===== src/include/convert_defines.svh =====
//--------------------------------------
// Conversion unit parameters
// Fixed-point word size, fraction bits
// and the IEEE-754 single field layout
//--------------------------------------
`ifndef CONVERT_DEFINES_SVH
`define CONVERT_DEFINES_SVH

// Fixed-point word width
`define CONV_WIDTH 32
// Fraction bits, Q15.16 by default
`define CONV_FRAC_BITS 16

// Single precision layout
`define FLOAT_BIAS 127
`define FLOAT_EXP_BITS 8
`define FLOAT_MAN_BITS 23

`endif

===== src/logic/convert_ops_pkg.sv =====
//--------------------------------------
// Conversion unit request/result types
// Opcode and the two stream structs
//--------------------------------------
`include "convert_defines.svh"

package convert_ops_pkg;

    // Direction of the conversion
    typedef enum logic [0:0] {
        OP_TO_FLOAT = 1'b0,
        OP_TO_FIXED = 1'b1
    } conv_op_t;

    // Incoming request, one per valid cycle
    typedef struct packed {
        logic                    valid;
        conv_op_t                op;
        logic [`CONV_WIDTH-1:0]  data;
    } conv_request_t;

    // Outgoing result, tagged with the opcode that made it
    typedef struct packed {
        logic                    valid;
        conv_op_t                op;
        logic [`CONV_WIDTH-1:0]  data;
    } conv_result_t;

endpackage


===== src/logic/number_format_pkg.sv =====
//--------------------------------------
// Number format types
// Float32 fields and the sign/magnitude
// form used inside the converters
//--------------------------------------
`include "convert_defines.svh"

package number_format_pkg;

    // IEEE-754 single, MSB first
    typedef struct packed {
        logic                         sign;
        logic [`FLOAT_EXP_BITS-1:0]   exponent;
        logic [`FLOAT_MAN_BITS-1:0]   mantissa;
    } float32_t;

    // Sign and absolute value of a fixed-point word
    // One extra bit so the most negative word still fits
    typedef struct packed {
        logic                  sign;
        logic [`CONV_WIDTH:0]  magnitude;
    } magnitude_t;

endpackage


===== src/logic/convert_unit.sv =====
//--------------------------------------
// Fixed-point/float32 conversion unit
// Steers requests by opcode and merges
// the two three-cycle result streams
//--------------------------------------
`timescale 1ns/1ps
`include "convert_defines.svh"

module convert_unit
    import number_format_pkg::*;
    import convert_ops_pkg::*;
(
    input  logic          clock,
    input  logic          reset,
    input  conv_request_t request,
    output conv_result_t  result
);

    logic                   to_float_valid;
    logic                   to_fixed_valid;
    logic                   float_out_valid;
    float32_t               float_out_data;
    logic                   fixed_out_valid;
    logic [`CONV_WIDTH-1:0] fixed_out_data;
    // Opcode tag, same depth as the converters
    conv_op_t               op_pipe [3];

    // Exactly one converter sees each request
    assign to_float_valid = request.valid && (request.op == OP_TO_FLOAT);
    assign to_fixed_valid = request.valid && (request.op == OP_TO_FIXED);

    fixed_to_float #(
        .FRAC_BITS (`CONV_FRAC_BITS)
    ) to_float_i (
        .clock     (clock),
        .reset     (reset),
        .in_valid  (to_float_valid),
        .in_data   (request.data),
        .out_valid (float_out_valid),
        .out_data  (float_out_data)
    );

    float_to_fixed #(
        .FRAC_BITS (`CONV_FRAC_BITS)
    ) to_fixed_i (
        .clock     (clock),
        .reset     (reset),
        .in_valid  (to_fixed_valid),
        .in_data   (float32_t'(request.data)),
        .out_valid (fixed_out_valid),
        .out_data  (fixed_out_data)
    );

    always_ff @(posedge clock) begin
        op_pipe[0] <= request.op;
        op_pipe[1] <= op_pipe[0];
        op_pipe[2] <= op_pipe[1];
    end

    // Equal latency keeps the streams apart, a plain mux merges them
    assign result.valid = float_out_valid | fixed_out_valid;
    assign result.op    = op_pipe[2];
    assign result.data  = float_out_valid ? float_out_data : fixed_out_data;

    // Both paths finishing together would lose a result
    assert property (@(posedge clock) disable iff (!reset)
        !(float_out_valid && fixed_out_valid));

endmodule


===== src/logic/float_to_fixed.sv =====
//--------------------------------------
// Float32 to fixed-point converter
// Three stages: unpack and classify,
// alignment shift, sign and saturate
// Truncates toward zero
//--------------------------------------
`timescale 1ns/1ps
`include "convert_defines.svh"

module float_to_fixed
    import number_format_pkg::*;
#(
    parameter int FRAC_BITS = `CONV_FRAC_BITS
) (
    input  logic                   clock,
    input  logic                   reset,
    input  logic                   in_valid,
    input  float32_t               in_data,
    output logic                   out_valid,
    output logic [`CONV_WIDTH-1:0] out_data
);

    // Magnitude bits left once the sign is set aside
    localparam int ALIGN_W = `CONV_WIDTH - 1;
    localparam logic [`CONV_WIDTH-1:0] MAX_POS = {1'b0, {(`CONV_WIDTH-1){1'b1}}};
    localparam logic [`CONV_WIDTH-1:0] MAX_NEG = {1'b1, {(`CONV_WIDTH-1){1'b0}}};

    // Input classes, subnormals are treated as zero
    typedef enum logic [1:0] {
        CLASS_ZERO,
        CLASS_NORMAL,
        CLASS_INF,
        CLASS_NAN
    } float_class_t;

    logic                       s1_valid;
    float_class_t               s1_class;
    logic                       s1_sign;
    logic [`FLOAT_EXP_BITS-1:0] s1_exponent;
    logic [`FLOAT_MAN_BITS:0]   s1_significand;

    logic                       s2_valid;
    float_class_t               s2_class;
    logic                       s2_sign;
    logic                       s2_overflow;
    logic [ALIGN_W-1:0]         s2_aligned;

    //--------------------------------------
    // Stage 1, unpack and classify
    //--------------------------------------
    always_ff @(posedge clock) begin
        if (!reset) begin
            s1_valid <= 1'b0;
        end else begin
            s1_valid <= in_valid;
        end
    end

    always_ff @(posedge clock) begin
        if (in_valid) begin
            s1_sign        <= in_data.sign;
            s1_exponent    <= in_data.exponent;
            // Hidden bit restored in front of the fraction
            s1_significand <= {1'b1, in_data.mantissa};
            if (in_data.exponent == '0) begin
                s1_class <= CLASS_ZERO;
            end else if (&in_data.exponent) begin
                s1_class <= (in_data.mantissa == '0) ? CLASS_INF : CLASS_NAN;
            end else begin
                s1_class <= CLASS_NORMAL;
            end
        end
    end

    //--------------------------------------
    // Stage 2, alignment to the binary point
    //--------------------------------------
    int                 shift_amount;
    logic [ALIGN_W-1:0] widened;
    logic [ALIGN_W-1:0] aligned;
    logic               overflow;

    always_comb begin
        // Positive means shift left
        shift_amount = int'(s1_exponent) - `FLOAT_BIAS + FRAC_BITS - `FLOAT_MAN_BITS;
        widened      = {{(ALIGN_W-`FLOAT_MAN_BITS-1){1'b0}}, s1_significand};
        // Leading one past bit 30 does not fit
        overflow     = shift_amount >= (ALIGN_W - `FLOAT_MAN_BITS);
        if (shift_amount >= 0) begin
            aligned = widened << shift_amount;
        end else begin
            // Dropped bits give truncation toward zero
            aligned = widened >> (-shift_amount);
        end
    end

    always_ff @(posedge clock) begin
        if (!reset) begin
            s2_valid <= 1'b0;
        end else begin
            s2_valid <= s1_valid;
        end
    end

    always_ff @(posedge clock) begin
        if (s1_valid) begin
            s2_class    <= s1_class;
            s2_sign     <= s1_sign;
            s2_overflow <= overflow;
            s2_aligned  <= aligned;
        end
    end

    //--------------------------------------
    // Stage 3, sign and saturation
    //--------------------------------------
    always_ff @(posedge clock) begin
        if (!reset) begin
            out_valid <= 1'b0;
        end else begin
            out_valid <= s2_valid;
        end
    end

    always_ff @(posedge clock) begin
        if (s2_valid) begin
            if (s2_class == CLASS_NAN) begin
                out_data <= MAX_POS;
            end else if (s2_class == CLASS_INF || s2_overflow) begin
                out_data <= s2_sign ? MAX_NEG : MAX_POS;
            end else if (s2_class == CLASS_ZERO) begin
                out_data <= '0;
            end else if (s2_sign) begin
                out_data <= ~{1'b0, s2_aligned} + 1'b1;
            end else begin
                out_data <= {1'b0, s2_aligned};
            end
        end
    end

    // Fixed three-cycle latency through the pipe
    assert property (@(posedge clock) disable iff (!reset)
        (in_valid === 1'b1) |-> ##3 (out_valid === 1'b1));

endmodule


===== src/logic/fixed_to_float.sv =====
//--------------------------------------
// Fixed-point to float32 converter
// Three stages: sign and magnitude,
// leading-one search, then exponent,
// rounded mantissa and pack
//--------------------------------------
`timescale 1ns/1ps
`include "convert_defines.svh"

module fixed_to_float
    import number_format_pkg::*;
#(
    parameter int FRAC_BITS = `CONV_FRAC_BITS
) (
    input  logic                   clock,
    input  logic                   reset,
    input  logic                   in_valid,
    input  logic [`CONV_WIDTH-1:0] in_data,
    output logic                   out_valid,
    output float32_t               out_data
);

    // Magnitude widened so a left shift never drops bits
    localparam int NORM_W = `CONV_WIDTH + `FLOAT_MAN_BITS + 1;

    logic       s1_valid;
    magnitude_t s1_value;
    logic       s2_valid;
    magnitude_t s2_value;
    logic [5:0] s2_msb;

    // Highest set bit, zero when the value is zero
    function automatic logic [5:0] msb_position(input logic [`CONV_WIDTH:0] value);
        logic [5:0] index;
        index = '0;
        for (int i = 0; i <= `CONV_WIDTH; i++) begin
            if (value[i]) index = 6'(i);
        end
        return index;
    endfunction

    //--------------------------------------
    // Stage 1, sign and absolute value
    //--------------------------------------
    always_ff @(posedge clock) begin
        if (!reset) begin
            s1_valid <= 1'b0;
        end else begin
            s1_valid <= in_valid;
        end
    end

    always_ff @(posedge clock) begin
        if (in_valid) begin
            s1_value.sign <= in_data[`CONV_WIDTH-1];
            // Negate in the wide form so the most negative word is safe
            if (in_data[`CONV_WIDTH-1]) begin
                s1_value.magnitude <= ~{1'b1, in_data} + 1'b1;
            end else begin
                s1_value.magnitude <= {1'b0, in_data};
            end
        end
    end

    //--------------------------------------
    // Stage 2, leading-one detection
    //--------------------------------------
    always_ff @(posedge clock) begin
        if (!reset) begin
            s2_valid <= 1'b0;
        end else begin
            s2_valid <= s1_valid;
        end
    end

    always_ff @(posedge clock) begin
        if (s1_valid) begin
            s2_value <= s1_value;
            s2_msb   <= msb_position(s1_value.magnitude);
        end
    end

    //--------------------------------------
    // Stage 3, exponent, mantissa and pack
    //--------------------------------------
    int                         exponent_full;
    logic [`FLOAT_EXP_BITS-1:0] exponent;
    logic [NORM_W-1:0]          widened;
    logic [NORM_W-1:0]          normalised;
    logic [`FLOAT_MAN_BITS-1:0] mantissa;
    logic                       round_up;

    always_comb begin
        // Bias plus binary point offset of the leading one
        exponent_full = `FLOAT_BIAS + int'(s2_msb) - FRAC_BITS;
        exponent      = exponent_full[`FLOAT_EXP_BITS-1:0];
        widened       = {{`FLOAT_MAN_BITS{1'b0}}, s2_value.magnitude};
        // Leading one lands on bit 23, the hidden bit
        if (s2_msb <= 6'(`FLOAT_MAN_BITS)) begin
            normalised = widened << (6'(`FLOAT_MAN_BITS) - s2_msb);
        end else begin
            normalised = widened >> (s2_msb - 6'(`FLOAT_MAN_BITS));
        end
        mantissa = normalised[`FLOAT_MAN_BITS-1:0];
    end

    rounding_engine rounder_i (
        .magnitude    (s2_value.magnitude),
        .msb_index    (s2_msb),
        .mantissa_lsb (normalised[0]),
        .round_up     (round_up)
    );

    always_ff @(posedge clock) begin
        if (!reset) begin
            out_valid <= 1'b0;
        end else begin
            out_valid <= s2_valid;
        end
    end

    always_ff @(posedge clock) begin
        if (s2_valid) begin
            if (s2_value.magnitude == '0) begin
                // Zero always packs as positive zero
                out_data <= '0;
            end else if (round_up && (&mantissa)) begin
                // Mantissa wraps, carry moves into the exponent
                out_data <= '{sign: s2_value.sign, exponent: exponent + 1'b1, mantissa: '0};
            end else begin
                out_data <= '{sign: s2_value.sign, exponent: exponent,
                              mantissa: mantissa + {{(`FLOAT_MAN_BITS-1){1'b0}}, round_up}};
            end
        end
    end

    // Nonzero result never looks subnormal
    assert property (@(posedge clock) disable iff (!reset)
        (out_valid && (out_data != '0)) |-> (out_data.exponent != '0));

endmodule


===== src/logic/rounding_engine.sv =====
//--------------------------------------
// Round-to-nearest-even decision
// Looks at the bits dropped below the
// kept mantissa and says whether to add
// one ulp
//--------------------------------------
`timescale 1ns/1ps
`include "convert_defines.svh"

module rounding_engine (
    input  logic [`CONV_WIDTH:0] magnitude,
    input  logic [5:0]           msb_index,
    input  logic                 mantissa_lsb,
    output logic                 round_up
);

    // Guard sits one place below the last kept bit
    logic [5:0]           guard_index;
    logic [`CONV_WIDTH:0] sticky_mask;
    logic                 guard_bit;
    logic                 sticky_bit;

    always_comb begin
        guard_index = '0;
        sticky_mask = '0;
        guard_bit   = 1'b0;
        sticky_bit  = 1'b0;
        round_up    = 1'b0;
        // Up to 24 significant bits fit, nothing lost
        if (msb_index > 6'(`FLOAT_MAN_BITS)) begin
            guard_index = msb_index - 6'(`FLOAT_MAN_BITS + 1);
            guard_bit   = magnitude[guard_index];
            // Everything under the guard folds into sticky
            sticky_mask = ({{`CONV_WIDTH{1'b0}}, 1'b1} << guard_index) - 1'b1;
            sticky_bit  = |(magnitude & sticky_mask);
            // Above half rounds up, exact half only when LSB is odd
            round_up    = guard_bit & (sticky_bit | mantissa_lsb);
        end
    end

endmodule


===== config.mk =====
export PLATFORM = sky130hd
export DESIGN_NAME = convert_unit
export DESIGN_NICKNAME = d
export VERILOG_FILES = /design/src/logic/convert_ops_pkg.sv /design/src/logic/number_format_pkg.sv /design/src/logic/convert_unit.sv /design/src/logic/float_to_fixed.sv /design/src/logic/fixed_to_float.sv /design/src/logic/rounding_engine.sv
export VERILOG_INCLUDE_DIRS = /design/src /design/src/include
export SDC_FILE = /design/constraint.sdc
export NUM_CORES = 1
export LEC_CHECK = 0
export BUFFER_PORTS_ARGS = -buffer_cell sky130_fd_sc_hd__buf_2
export CAP_MARGIN = 30
export CORE_MARGIN = 2
export CORE_UTILIZATION = 64
export DETAILED_ROUTE_END_ITERATION = 10
export PLACE_DENSITY = 0.89
export REMOVE_ABC_BUFFERS = 1
export SKIP_LAST_GASP = 1
export SLEW_MARGIN = 40
export SYNTH_ARGS = -nofsm -noshare
export SYNTH_HDL_FRONTEND = slang
export SYNTH_HIERARCHICAL = 1
export SYNTH_SLANG_ARGS = --single-unit

===== constraint.sdc =====
create_clock -name clock -period 7.35 [get_ports clock]
set_input_delay 0 -clock clock [delete_from_list [all_inputs] [get_ports clock]]
set_output_delay 0 -clock clock [all_outputs]
set_load 0.01 [all_outputs]

# --- Word level (Yosys, flattened, before mapping) ---
# Memory sizes are Yosys's and may differ from the RTL's.
# Cells that the tools add are included.
classes:
  n_addsub: 14
  n_lt_le_gt_ge: 5
  eq_ne: 2
  shift: 5
  mux: 45
  bitwise: 8
  reduce_logical: 13
ops:
  columns: ["operator", "count"]
  rows:
  - ["32-bit 2-to-1 mux", 5]
  - ["31-bit 2-to-1 mux", 3]
  - ["5-bit 2-to-1 mux", 16]
  - ["33-bit by 1-bit adder with 33-bit output, second input constant", 1]
  - ["33-bit bitwise AND", 1]
  - ["33-bit zero test", 1]
  - ["33-bit inverter", 1]
  - ["33-bit OR reduction", 1]
  - ["1-bit by 6-bit << shifter with 33-bit output, first input constant", 1]
  - ["33-bit by 6-bit << shifter with 23-bit output", 1]
  - ["33-bit by 6-bit >> shifter with 23-bit output", 1]
  - ["33-bit by 1-bit subtractor with 33-bit output, second input constant", 1]
  - ["32-bit by 1-bit adder with 32-bit output, second input constant", 1]
  - ["32-bit by 6-bit adder with 32-bit output, second input constant", 1]
  - ["32-bit by 1-bit greater-or-equal comparator with 1-bit output, second input constant", 1]
  - ["32-bit by 5-bit greater-or-equal comparator with 1-bit output, second input constant", 1]
  - ["4-bit 2-to-1 mux", 8]
  - ["32-bit negator", 1]
  - ["31-bit inverter with 32-bit output", 1]
  - ["24-bit by 32-bit << shifter with 31-bit output", 1]
  - ["24-bit by 32-bit >> shifter with 31-bit output", 1]
  - ["32-bit by 6-bit subtractor with 32-bit output, second input constant", 1]
  - ["23-bit by 1-bit adder with 23-bit output", 1]
  - ["23-bit zero test", 1]
  - ["25 further kinds", 40]
totals:
  ff_bits: 213
  ramBits: 3
  output_inout_bits: 34
  memories: 1
memory_table:
  columns: ["memory", "depth", "width", "read_ports", "rd_clocked_by_memory_dff", "write_ports", "line_no", "source"]
  rows:
  - ["op_pipe", 3, 1, 3, 0, 3, "convert_unit.sv:26", "conv_op_t op_pipe [3];"]

# --- Logic depth before layout (Yosys ltp) ---
logic_depth:
  depth_word: 31
  ltp_mapped: 26

# --- Cells and area by module ---
# The synthesis kept the hierarchy.
modules_own_cells:
  columns: ["module", "n_inst", "cells_per_inst", "area_each_um2", "seq_area_each_um2"]
  rows:
  - ["fixed_to_float", 1, 801, 8460.6, 3243.1]
  - ["float_to_fixed", 1, 782, 7562.3, 3093.0]
  - ["rounding_engine", 1, 174, 1227.4, 0.0]
  - ["convert_unit", 1, 43, 626.9, 60.1]

# --- Worst setup path after synthesis ---
# No wires, ideal clock.
synth_path:
  path_kind: "register -> register"
  startpoint: "register to_float_i.s2_msb[0]"
  endpoint: "register to_float_i/out_data[16] (netlist bit) (data pin)"
  t_arrival_ns: 5.135
  required_time_ns: 7.096
  path_slack_ns: 1.961
  stages_incl_launch_ff: 25
  path_buffers: 6
  synth_period_minus_slack_ns: 5.389
  cell_sequence: "edfxtp_1 buf_4 inv_1 buf_2 buf_2 ha_1 buf_4 buf_6 buf_4 mux4_2 a2111oi_0 a311oi_1 a21o_1 a21oi_1 o2111ai_1 or4_1 nor3_2 a31oi_1 ha_1 ha_1 nand3b_1 nor2_1 nand4_1 xnor2_1 nor2_1"
synth_between:
  word_cells_on_any_way: 21
synth_lines:
  columns: ["item", "line_no", "source"]
  rows:
  - ["from (decl)", "fixed_to_float.sv:30", "logic [5:0] s2_msb;"]
  - ["from (signal assigned)", "fixed_to_float.sv:79", "s2_msb <= msb_position(s1_value.magnitude);"]
  - ["6-bit by 5-bit subtractor with 6-bit output / 5-bit by 6-bit subtractor with 6-bit output (equally long branches)", "fixed_to_float.sv:102, fixed_to_float.sv:100", null]
  - ["33-bit by 6-bit >> shifter with 23-bit output / 33-bit by 6-bit << shifter with 23-bit output (equally long branches)", "fixed_to_float.sv:102, fixed_to_float.sv:100", null]
  - ["23-bit 2-to-1 mux *", "fixed_to_float.sv:99", "if (s2_msb <= 6'(`FLOAT_MAN_BITS)) begin"]
  - ["net to_float_i.normalised[0]", "fixed_to_float.sv:89", "logic [NORM_W-1:0] normalised;"]
  - ["1-bit bitwise OR *", "rounding_engine.sv:37", "round_up = guard_bit & (sticky_bit | mantissa_lsb);"]
  - ["1-bit bitwise AND *", "rounding_engine.sv:37", null]
  - ["1-bit 2-to-1 mux *", "rounding_engine.sv:30", "if (msb_index > 6'(`FLOAT_MAN_BITS)) begin"]
  - ["net to_float_i.round_up", "fixed_to_float.sv:91", "logic round_up;"]
  - ["branches (longest 2 deep; another with 23-bit by 1-bit adder with 23-bit output)", null, null]
  - ["to (signal assigned)", "fixed_to_float.sv:129", "out_data <= '{sign: s2_value.sign, exponent: exponent + 1'b1, mantissa: '0};"]
  - ["to (signal assigned)", "fixed_to_float.sv:131", "out_data <= '{sign: s2_value.sign, exponent: exponent,"]
  - ["to (decl)", "fixed_to_float.sv:20", "output float32_t out_data"]
# Mark *: on every way through the listed nets, which the timed path passes. The select of a mux whose other input is x is not followed.
# A chain may end at the register's enable or synchronous reset.

# --- Worst setup path in the final report ---
layout_path:
  startpoint: "register to_float_i.s2_msb[5]"
  endpoint: "register to_float_i/out_data[3] (netlist bit) (data pin)"
layout_between:
  elab_chain_cells: 10
  word_cells_on_any_way: 21
layout_lines:
  columns: ["item", "line_no", "source"]
  rows:
  - ["6-bit by 5-bit subtractor with 6-bit output", "rounding_engine.sv:31", "guard_index = msb_index - 6'(`FLOAT_MAN_BITS + 1);"]
  - ["1-bit by 6-bit << shifter with 33-bit output", "rounding_engine.sv:34", "sticky_mask = ({{`CONV_WIDTH{1'b0}}, 1'b1} << guard_index) - 1'b1;"]
  - ["33-bit by 1-bit subtractor with 33-bit output", "rounding_engine.sv:34", null]
  - ["33-bit bitwise AND", "rounding_engine.sv:35", "sticky_bit = |(magnitude & sticky_mask);"]
  - ["33-bit OR reduction", "rounding_engine.sv:35", null]
  - ["1-bit bitwise OR", "rounding_engine.sv:37", null]
  - ["1-bit bitwise AND", "rounding_engine.sv:37", null]
  - ["1-bit 2-to-1 mux *", "rounding_engine.sv:30", null]
  - ["net to_float_i.round_up", "fixed_to_float.sv:91", null]
  - ["branches (longest 2 deep; another with 23-bit by 1-bit adder with 23-bit output)", null, null]
# Marks and branches as above.

==> reports/qor.txt <==
Initial Util: 64.7%
Worst Tran Pin Value: 862 ps
met2 GRT Util: 61.6%
largest family of logic cells by synthesized area: simple AND/OR/NAND/NOR gates
Reg2Reg Depth: 15
fin. max-slew vios: 0
Crit path required time: 7570 ps
initial antenna violation count: 5
outcome: finished clean
final setup violating endpoints: 0
final net count: 1894
Simple-Gate Fraction of Synth Area: 18.3%
Total GRT Usage: 39.9%
routed wire length per instance: 26.2 um
DRT Pass-1 Iters: 7
LEAKAGE: 6.72 nW
Pwr Density: 189 nW/um^2
Die Span X: 171 um
Hold Startpoint: request[31]
vias in the first global route: 15200
peak supply drop: 238 uV
Distinct cells, synth: 111
Vias/cell: 7.29
number of synthesized flops with an enable pin: 207
met3 usage: 8.10%
Worst Hold Path EP: to_fixed_i/s1_sign
CTS Buf Count: 24
Crit Path Class: flop to flop
Antenna Nets Post-Route: 0
CTS tree: yes
Syn Area/Cell: 9.93 sq um
XOR/XNOR Fraction of Synth Area: 5.34%
# rows: 61
Max FO, Critical Path: 23
Setup WS post-layout: 1160 ps
slew margin rel.: 42.5%
mux cell area share after synthesis: 17.1%
Min Clock Period, post-route: 6190 ps
root buf cell: clkbuf_16
Hold Path Stages: 1
unrepaired setup endpoints after global routing: false
Reg power frac: 41.0%
Via Count: 16300
max_cap viols: 0
Setup crit end kind: flop
first-pass GRT wire length: 89700 um
Clk network pwr share: 31.2%
largest net degree at the start of global routing: 72
reg2reg end: to_float_i/out_data[3]
DRC viols: 0
Yosys reg bits: 216
port bufs: 69
post-synthesis compound-gate area fraction: 17.4%
Adder-Cell Fraction of Synth Area: 1.33%
Core Area: 27600 sq um
htree depth: 1
Setup Skew: 14.4 ps
die area: 29300 sq um
crit path DAT: 6400 ps
ys async rst share: 0%
dominant cells by area after synthesis: edfxtp_1 35%, mux4_2 6.3%, mux2i_1 5.7%
worst slack, placed: 1240 ps
gp weighted congestion: 1.02
total setup buffers inserted after CTS: 0
Die Y-Extent: 171 um
met1 GRT Util: 53.8%
share of layout cells above drive strength 1: 17.8%
critical path launch point type: flop
FF-to-FF Start: to_float_i/s2_msb[5]
setup_tns: 0 ps
HP Class: input port to flop
Pint: 2.46 mW
grt ovf: 0
Max Clock Freq: 162 MHz
final cycle utilization of the critical path: 84.2%
Final HPWL DP: 40600 um
Synth Flop Type: edfxtp_1
top cell type's share of synthesized area: 34.8%
clock sinks: 216
Worst-Skew Late Latency: 510 ps
commonest cells after routing, fill and taps aside: 207 x edfxtp_1, 145 x nor2_1, 135 x nand2_1
# IOs: 70
P&R area growth vs syn: 8.78%
warnings from Yosys: 6
P_sw: 1.22 mW
Clock Pin Slew Worst Setup and Hold Paths: 60 ps
combinational group share of total power: 27.8%
initial DRC count: 2501
Sw Ratio: 33.1%
final hold vios: 0
detailed-route wire length: 58500 um
commonest non-fill, non-tap cell in the layout: edfxtp_1
cell area after synthesis: 17900 sq um
leading area contributor after synthesis: edfxtp_1
Mapped Cells: 1800
worst-case clock buffer depth: 3
reg-to-reg slack, setup: 1160 ps
global route hottest layer: met2
sequential share of the synthesized area: 35.8%
## metal layers
| metal | share of wire (%) | vias up |
|---|---|---|
| li1 | - | 7091 |
| met1 | 38 | 7691 |
| met2 | 44 | 1250 |
| met3 | 11 | 263 |
| met4 | 5.9 | 0 |
| met5 | 0 | - |
## kinds of logic (layout without fill, tap and decap cells)
group                      count (synthesis)  in the layout
and+or+nand+nor                          623            623
AOI/OAI and AO/OA                        456            456
xor gates and xnor gates                 101            101
DFF                                      216            216
other                                      1              5
buffers and inverters                    163            217
adders and majority gates                 19             19
muxes                                    221            221
## final cells by class
cell class | instances | area, sq um
inverters | 38 | 143
repair buffers | 138 | 957
multi-input cells | 1421 | 10700
clock buffers | 29 | 641
fillers | 1982 | 8180
well taps | 378 | 473
clock inverters | 12 | 103
flip-flops and latches | 216 | 6400
diodes | 4 | 10.0
## worst max-delay path by stage
stage / startpoint / end / slack, ps
after floorplan: to_float_i/s2_msb[0] / to_float_i/out_data[7] / -1410
after global placement: to_float_i/s2_msb[1] / to_float_i/out_data[7] / 1320
after detailed placement: to_float_i/s2_msb[4] / to_float_i/out_data[8] / 1240
after CTS: to_float_i/s2_msb[4] / to_float_i/out_data[8] / 1190
after global routing: to_float_i/s2_msb[1] / to_float_i/out_data[13] / 820
final: to_float_i/s2_msb[5] / to_float_i/out_data[3] / 1160
## what timing repair did
action,in CTS,in global routing
endpoints found under the hold margin,70,0
endpoints found under the setup margin,0,0
resized for setup,0,0
hold buffers,33,0
## critical path, stage by stage (launching register included)
cell and delay (ps):
edfxtp_1 730, xnor2_4 630, nor3_1 180, nand3b_1 130, ha_1 550, clkinv_1 440
o21ai_0 390, o311ai_0 340, o211ai_1 230, nor3_2 80, a31oi_1 460, nand4_1 210
or4_4 600, nor2_2 160, or2_1 620, nor2_1 150
## flip-flops by register name (all words and copies together), names as in the netlist, 2 cells and up
name	cells
to_float_i/s2_value	34
to_float_i/out_data	32
op_pipe	3
to_fixed_i/out_data	32
to_float_i/s2_msb	6
to_fixed_i/s1_class	2
to_fixed_i/s2_class	2
to_fixed_i/s2_aligned	31
to_fixed_i/s1_significand	23
to_float_i/s1_value	34
to_fixed_i/s1_exponent	8
## power by group through the flow
| stage | registers, mW | logic (mW) | clock network (mW) |
|---|---|---|---|
| finish | 1.51 | 1.02 | 1.15 |
| CTS | 1.50 | 0.975 | 1.14 |
| floorplan | 1.52 | 0.647 | 0 |
| detailed placement | 1.53 | 0.953 | 0 |
| global route | 1.51 | 1.08 | 1.21 |
| global placement | 1.52 | 0.940 | 0 |
## synthesized netlist by cell type (8+ instances only)
| library cell | instances |
|---|---|
| a2111oi_0 | 12 |
| a211o_1 | 9 |
| a211oi_1 | 17 |
| a21oi_1 | 79 |
| a31oi_1 | 18 |
| a32oi_1 | 10 |
| and2_1 | 21 |
| and3_1 | 18 |
| buf_1 | 11 |
| buf_2 | 31 |
| buf_4 | 15 |
| buf_6 | 10 |
| clkbuf_1 | 55 |
| dfxtp_1 | 9 |
| edfxtp_1 | 207 |
| ha_1 | 19 |
| inv_1 | 34 |
| mux2_2 | 39 |
| mux2_4 | 29 |
| mux2i_1 | 101 |
| mux4_2 | 50 |
| nand2_1 | 135 |
| nand2b_1 | 12 |
| nand3_1 | 47 |
| nand3b_1 | 11 |
| nand4_1 | 25 |
| nor2_1 | 145 |
| nor2b_1 | 20 |
| nor3_1 | 53 |
| nor4_1 | 33 |
| o2111ai_1 | 9 |
| o211ai_1 | 19 |
| o21ai_0 | 120 |
| o21ai_1 | 16 |
| o21bai_1 | 9 |
| o22ai_1 | 9 |
| o311ai_0 | 8 |
| o31ai_1 | 22 |
| o41ai_1 | 8 |
| or3_1 | 25 |
| or4_1 | 16 |
| xnor2_1 | 51 |
| xor2_1 | 43 |
## per-stage QoR
step	area, sq um	total power [mW]	hold slack [ps]	instances	util [%]
global placement	18300	2.46	134	2156	66.2
floorplan	17200	2.17	27.7	1675	-
detailed placement	18300	2.48	138	2157	66.3
finish	19400	3.68	71.3	2236	70.4
CTS	19400	3.62	31.4	2231	70.2
global route	19400	3.81	51.5	2236	70.4
Power figures use the tool's default switching activity.
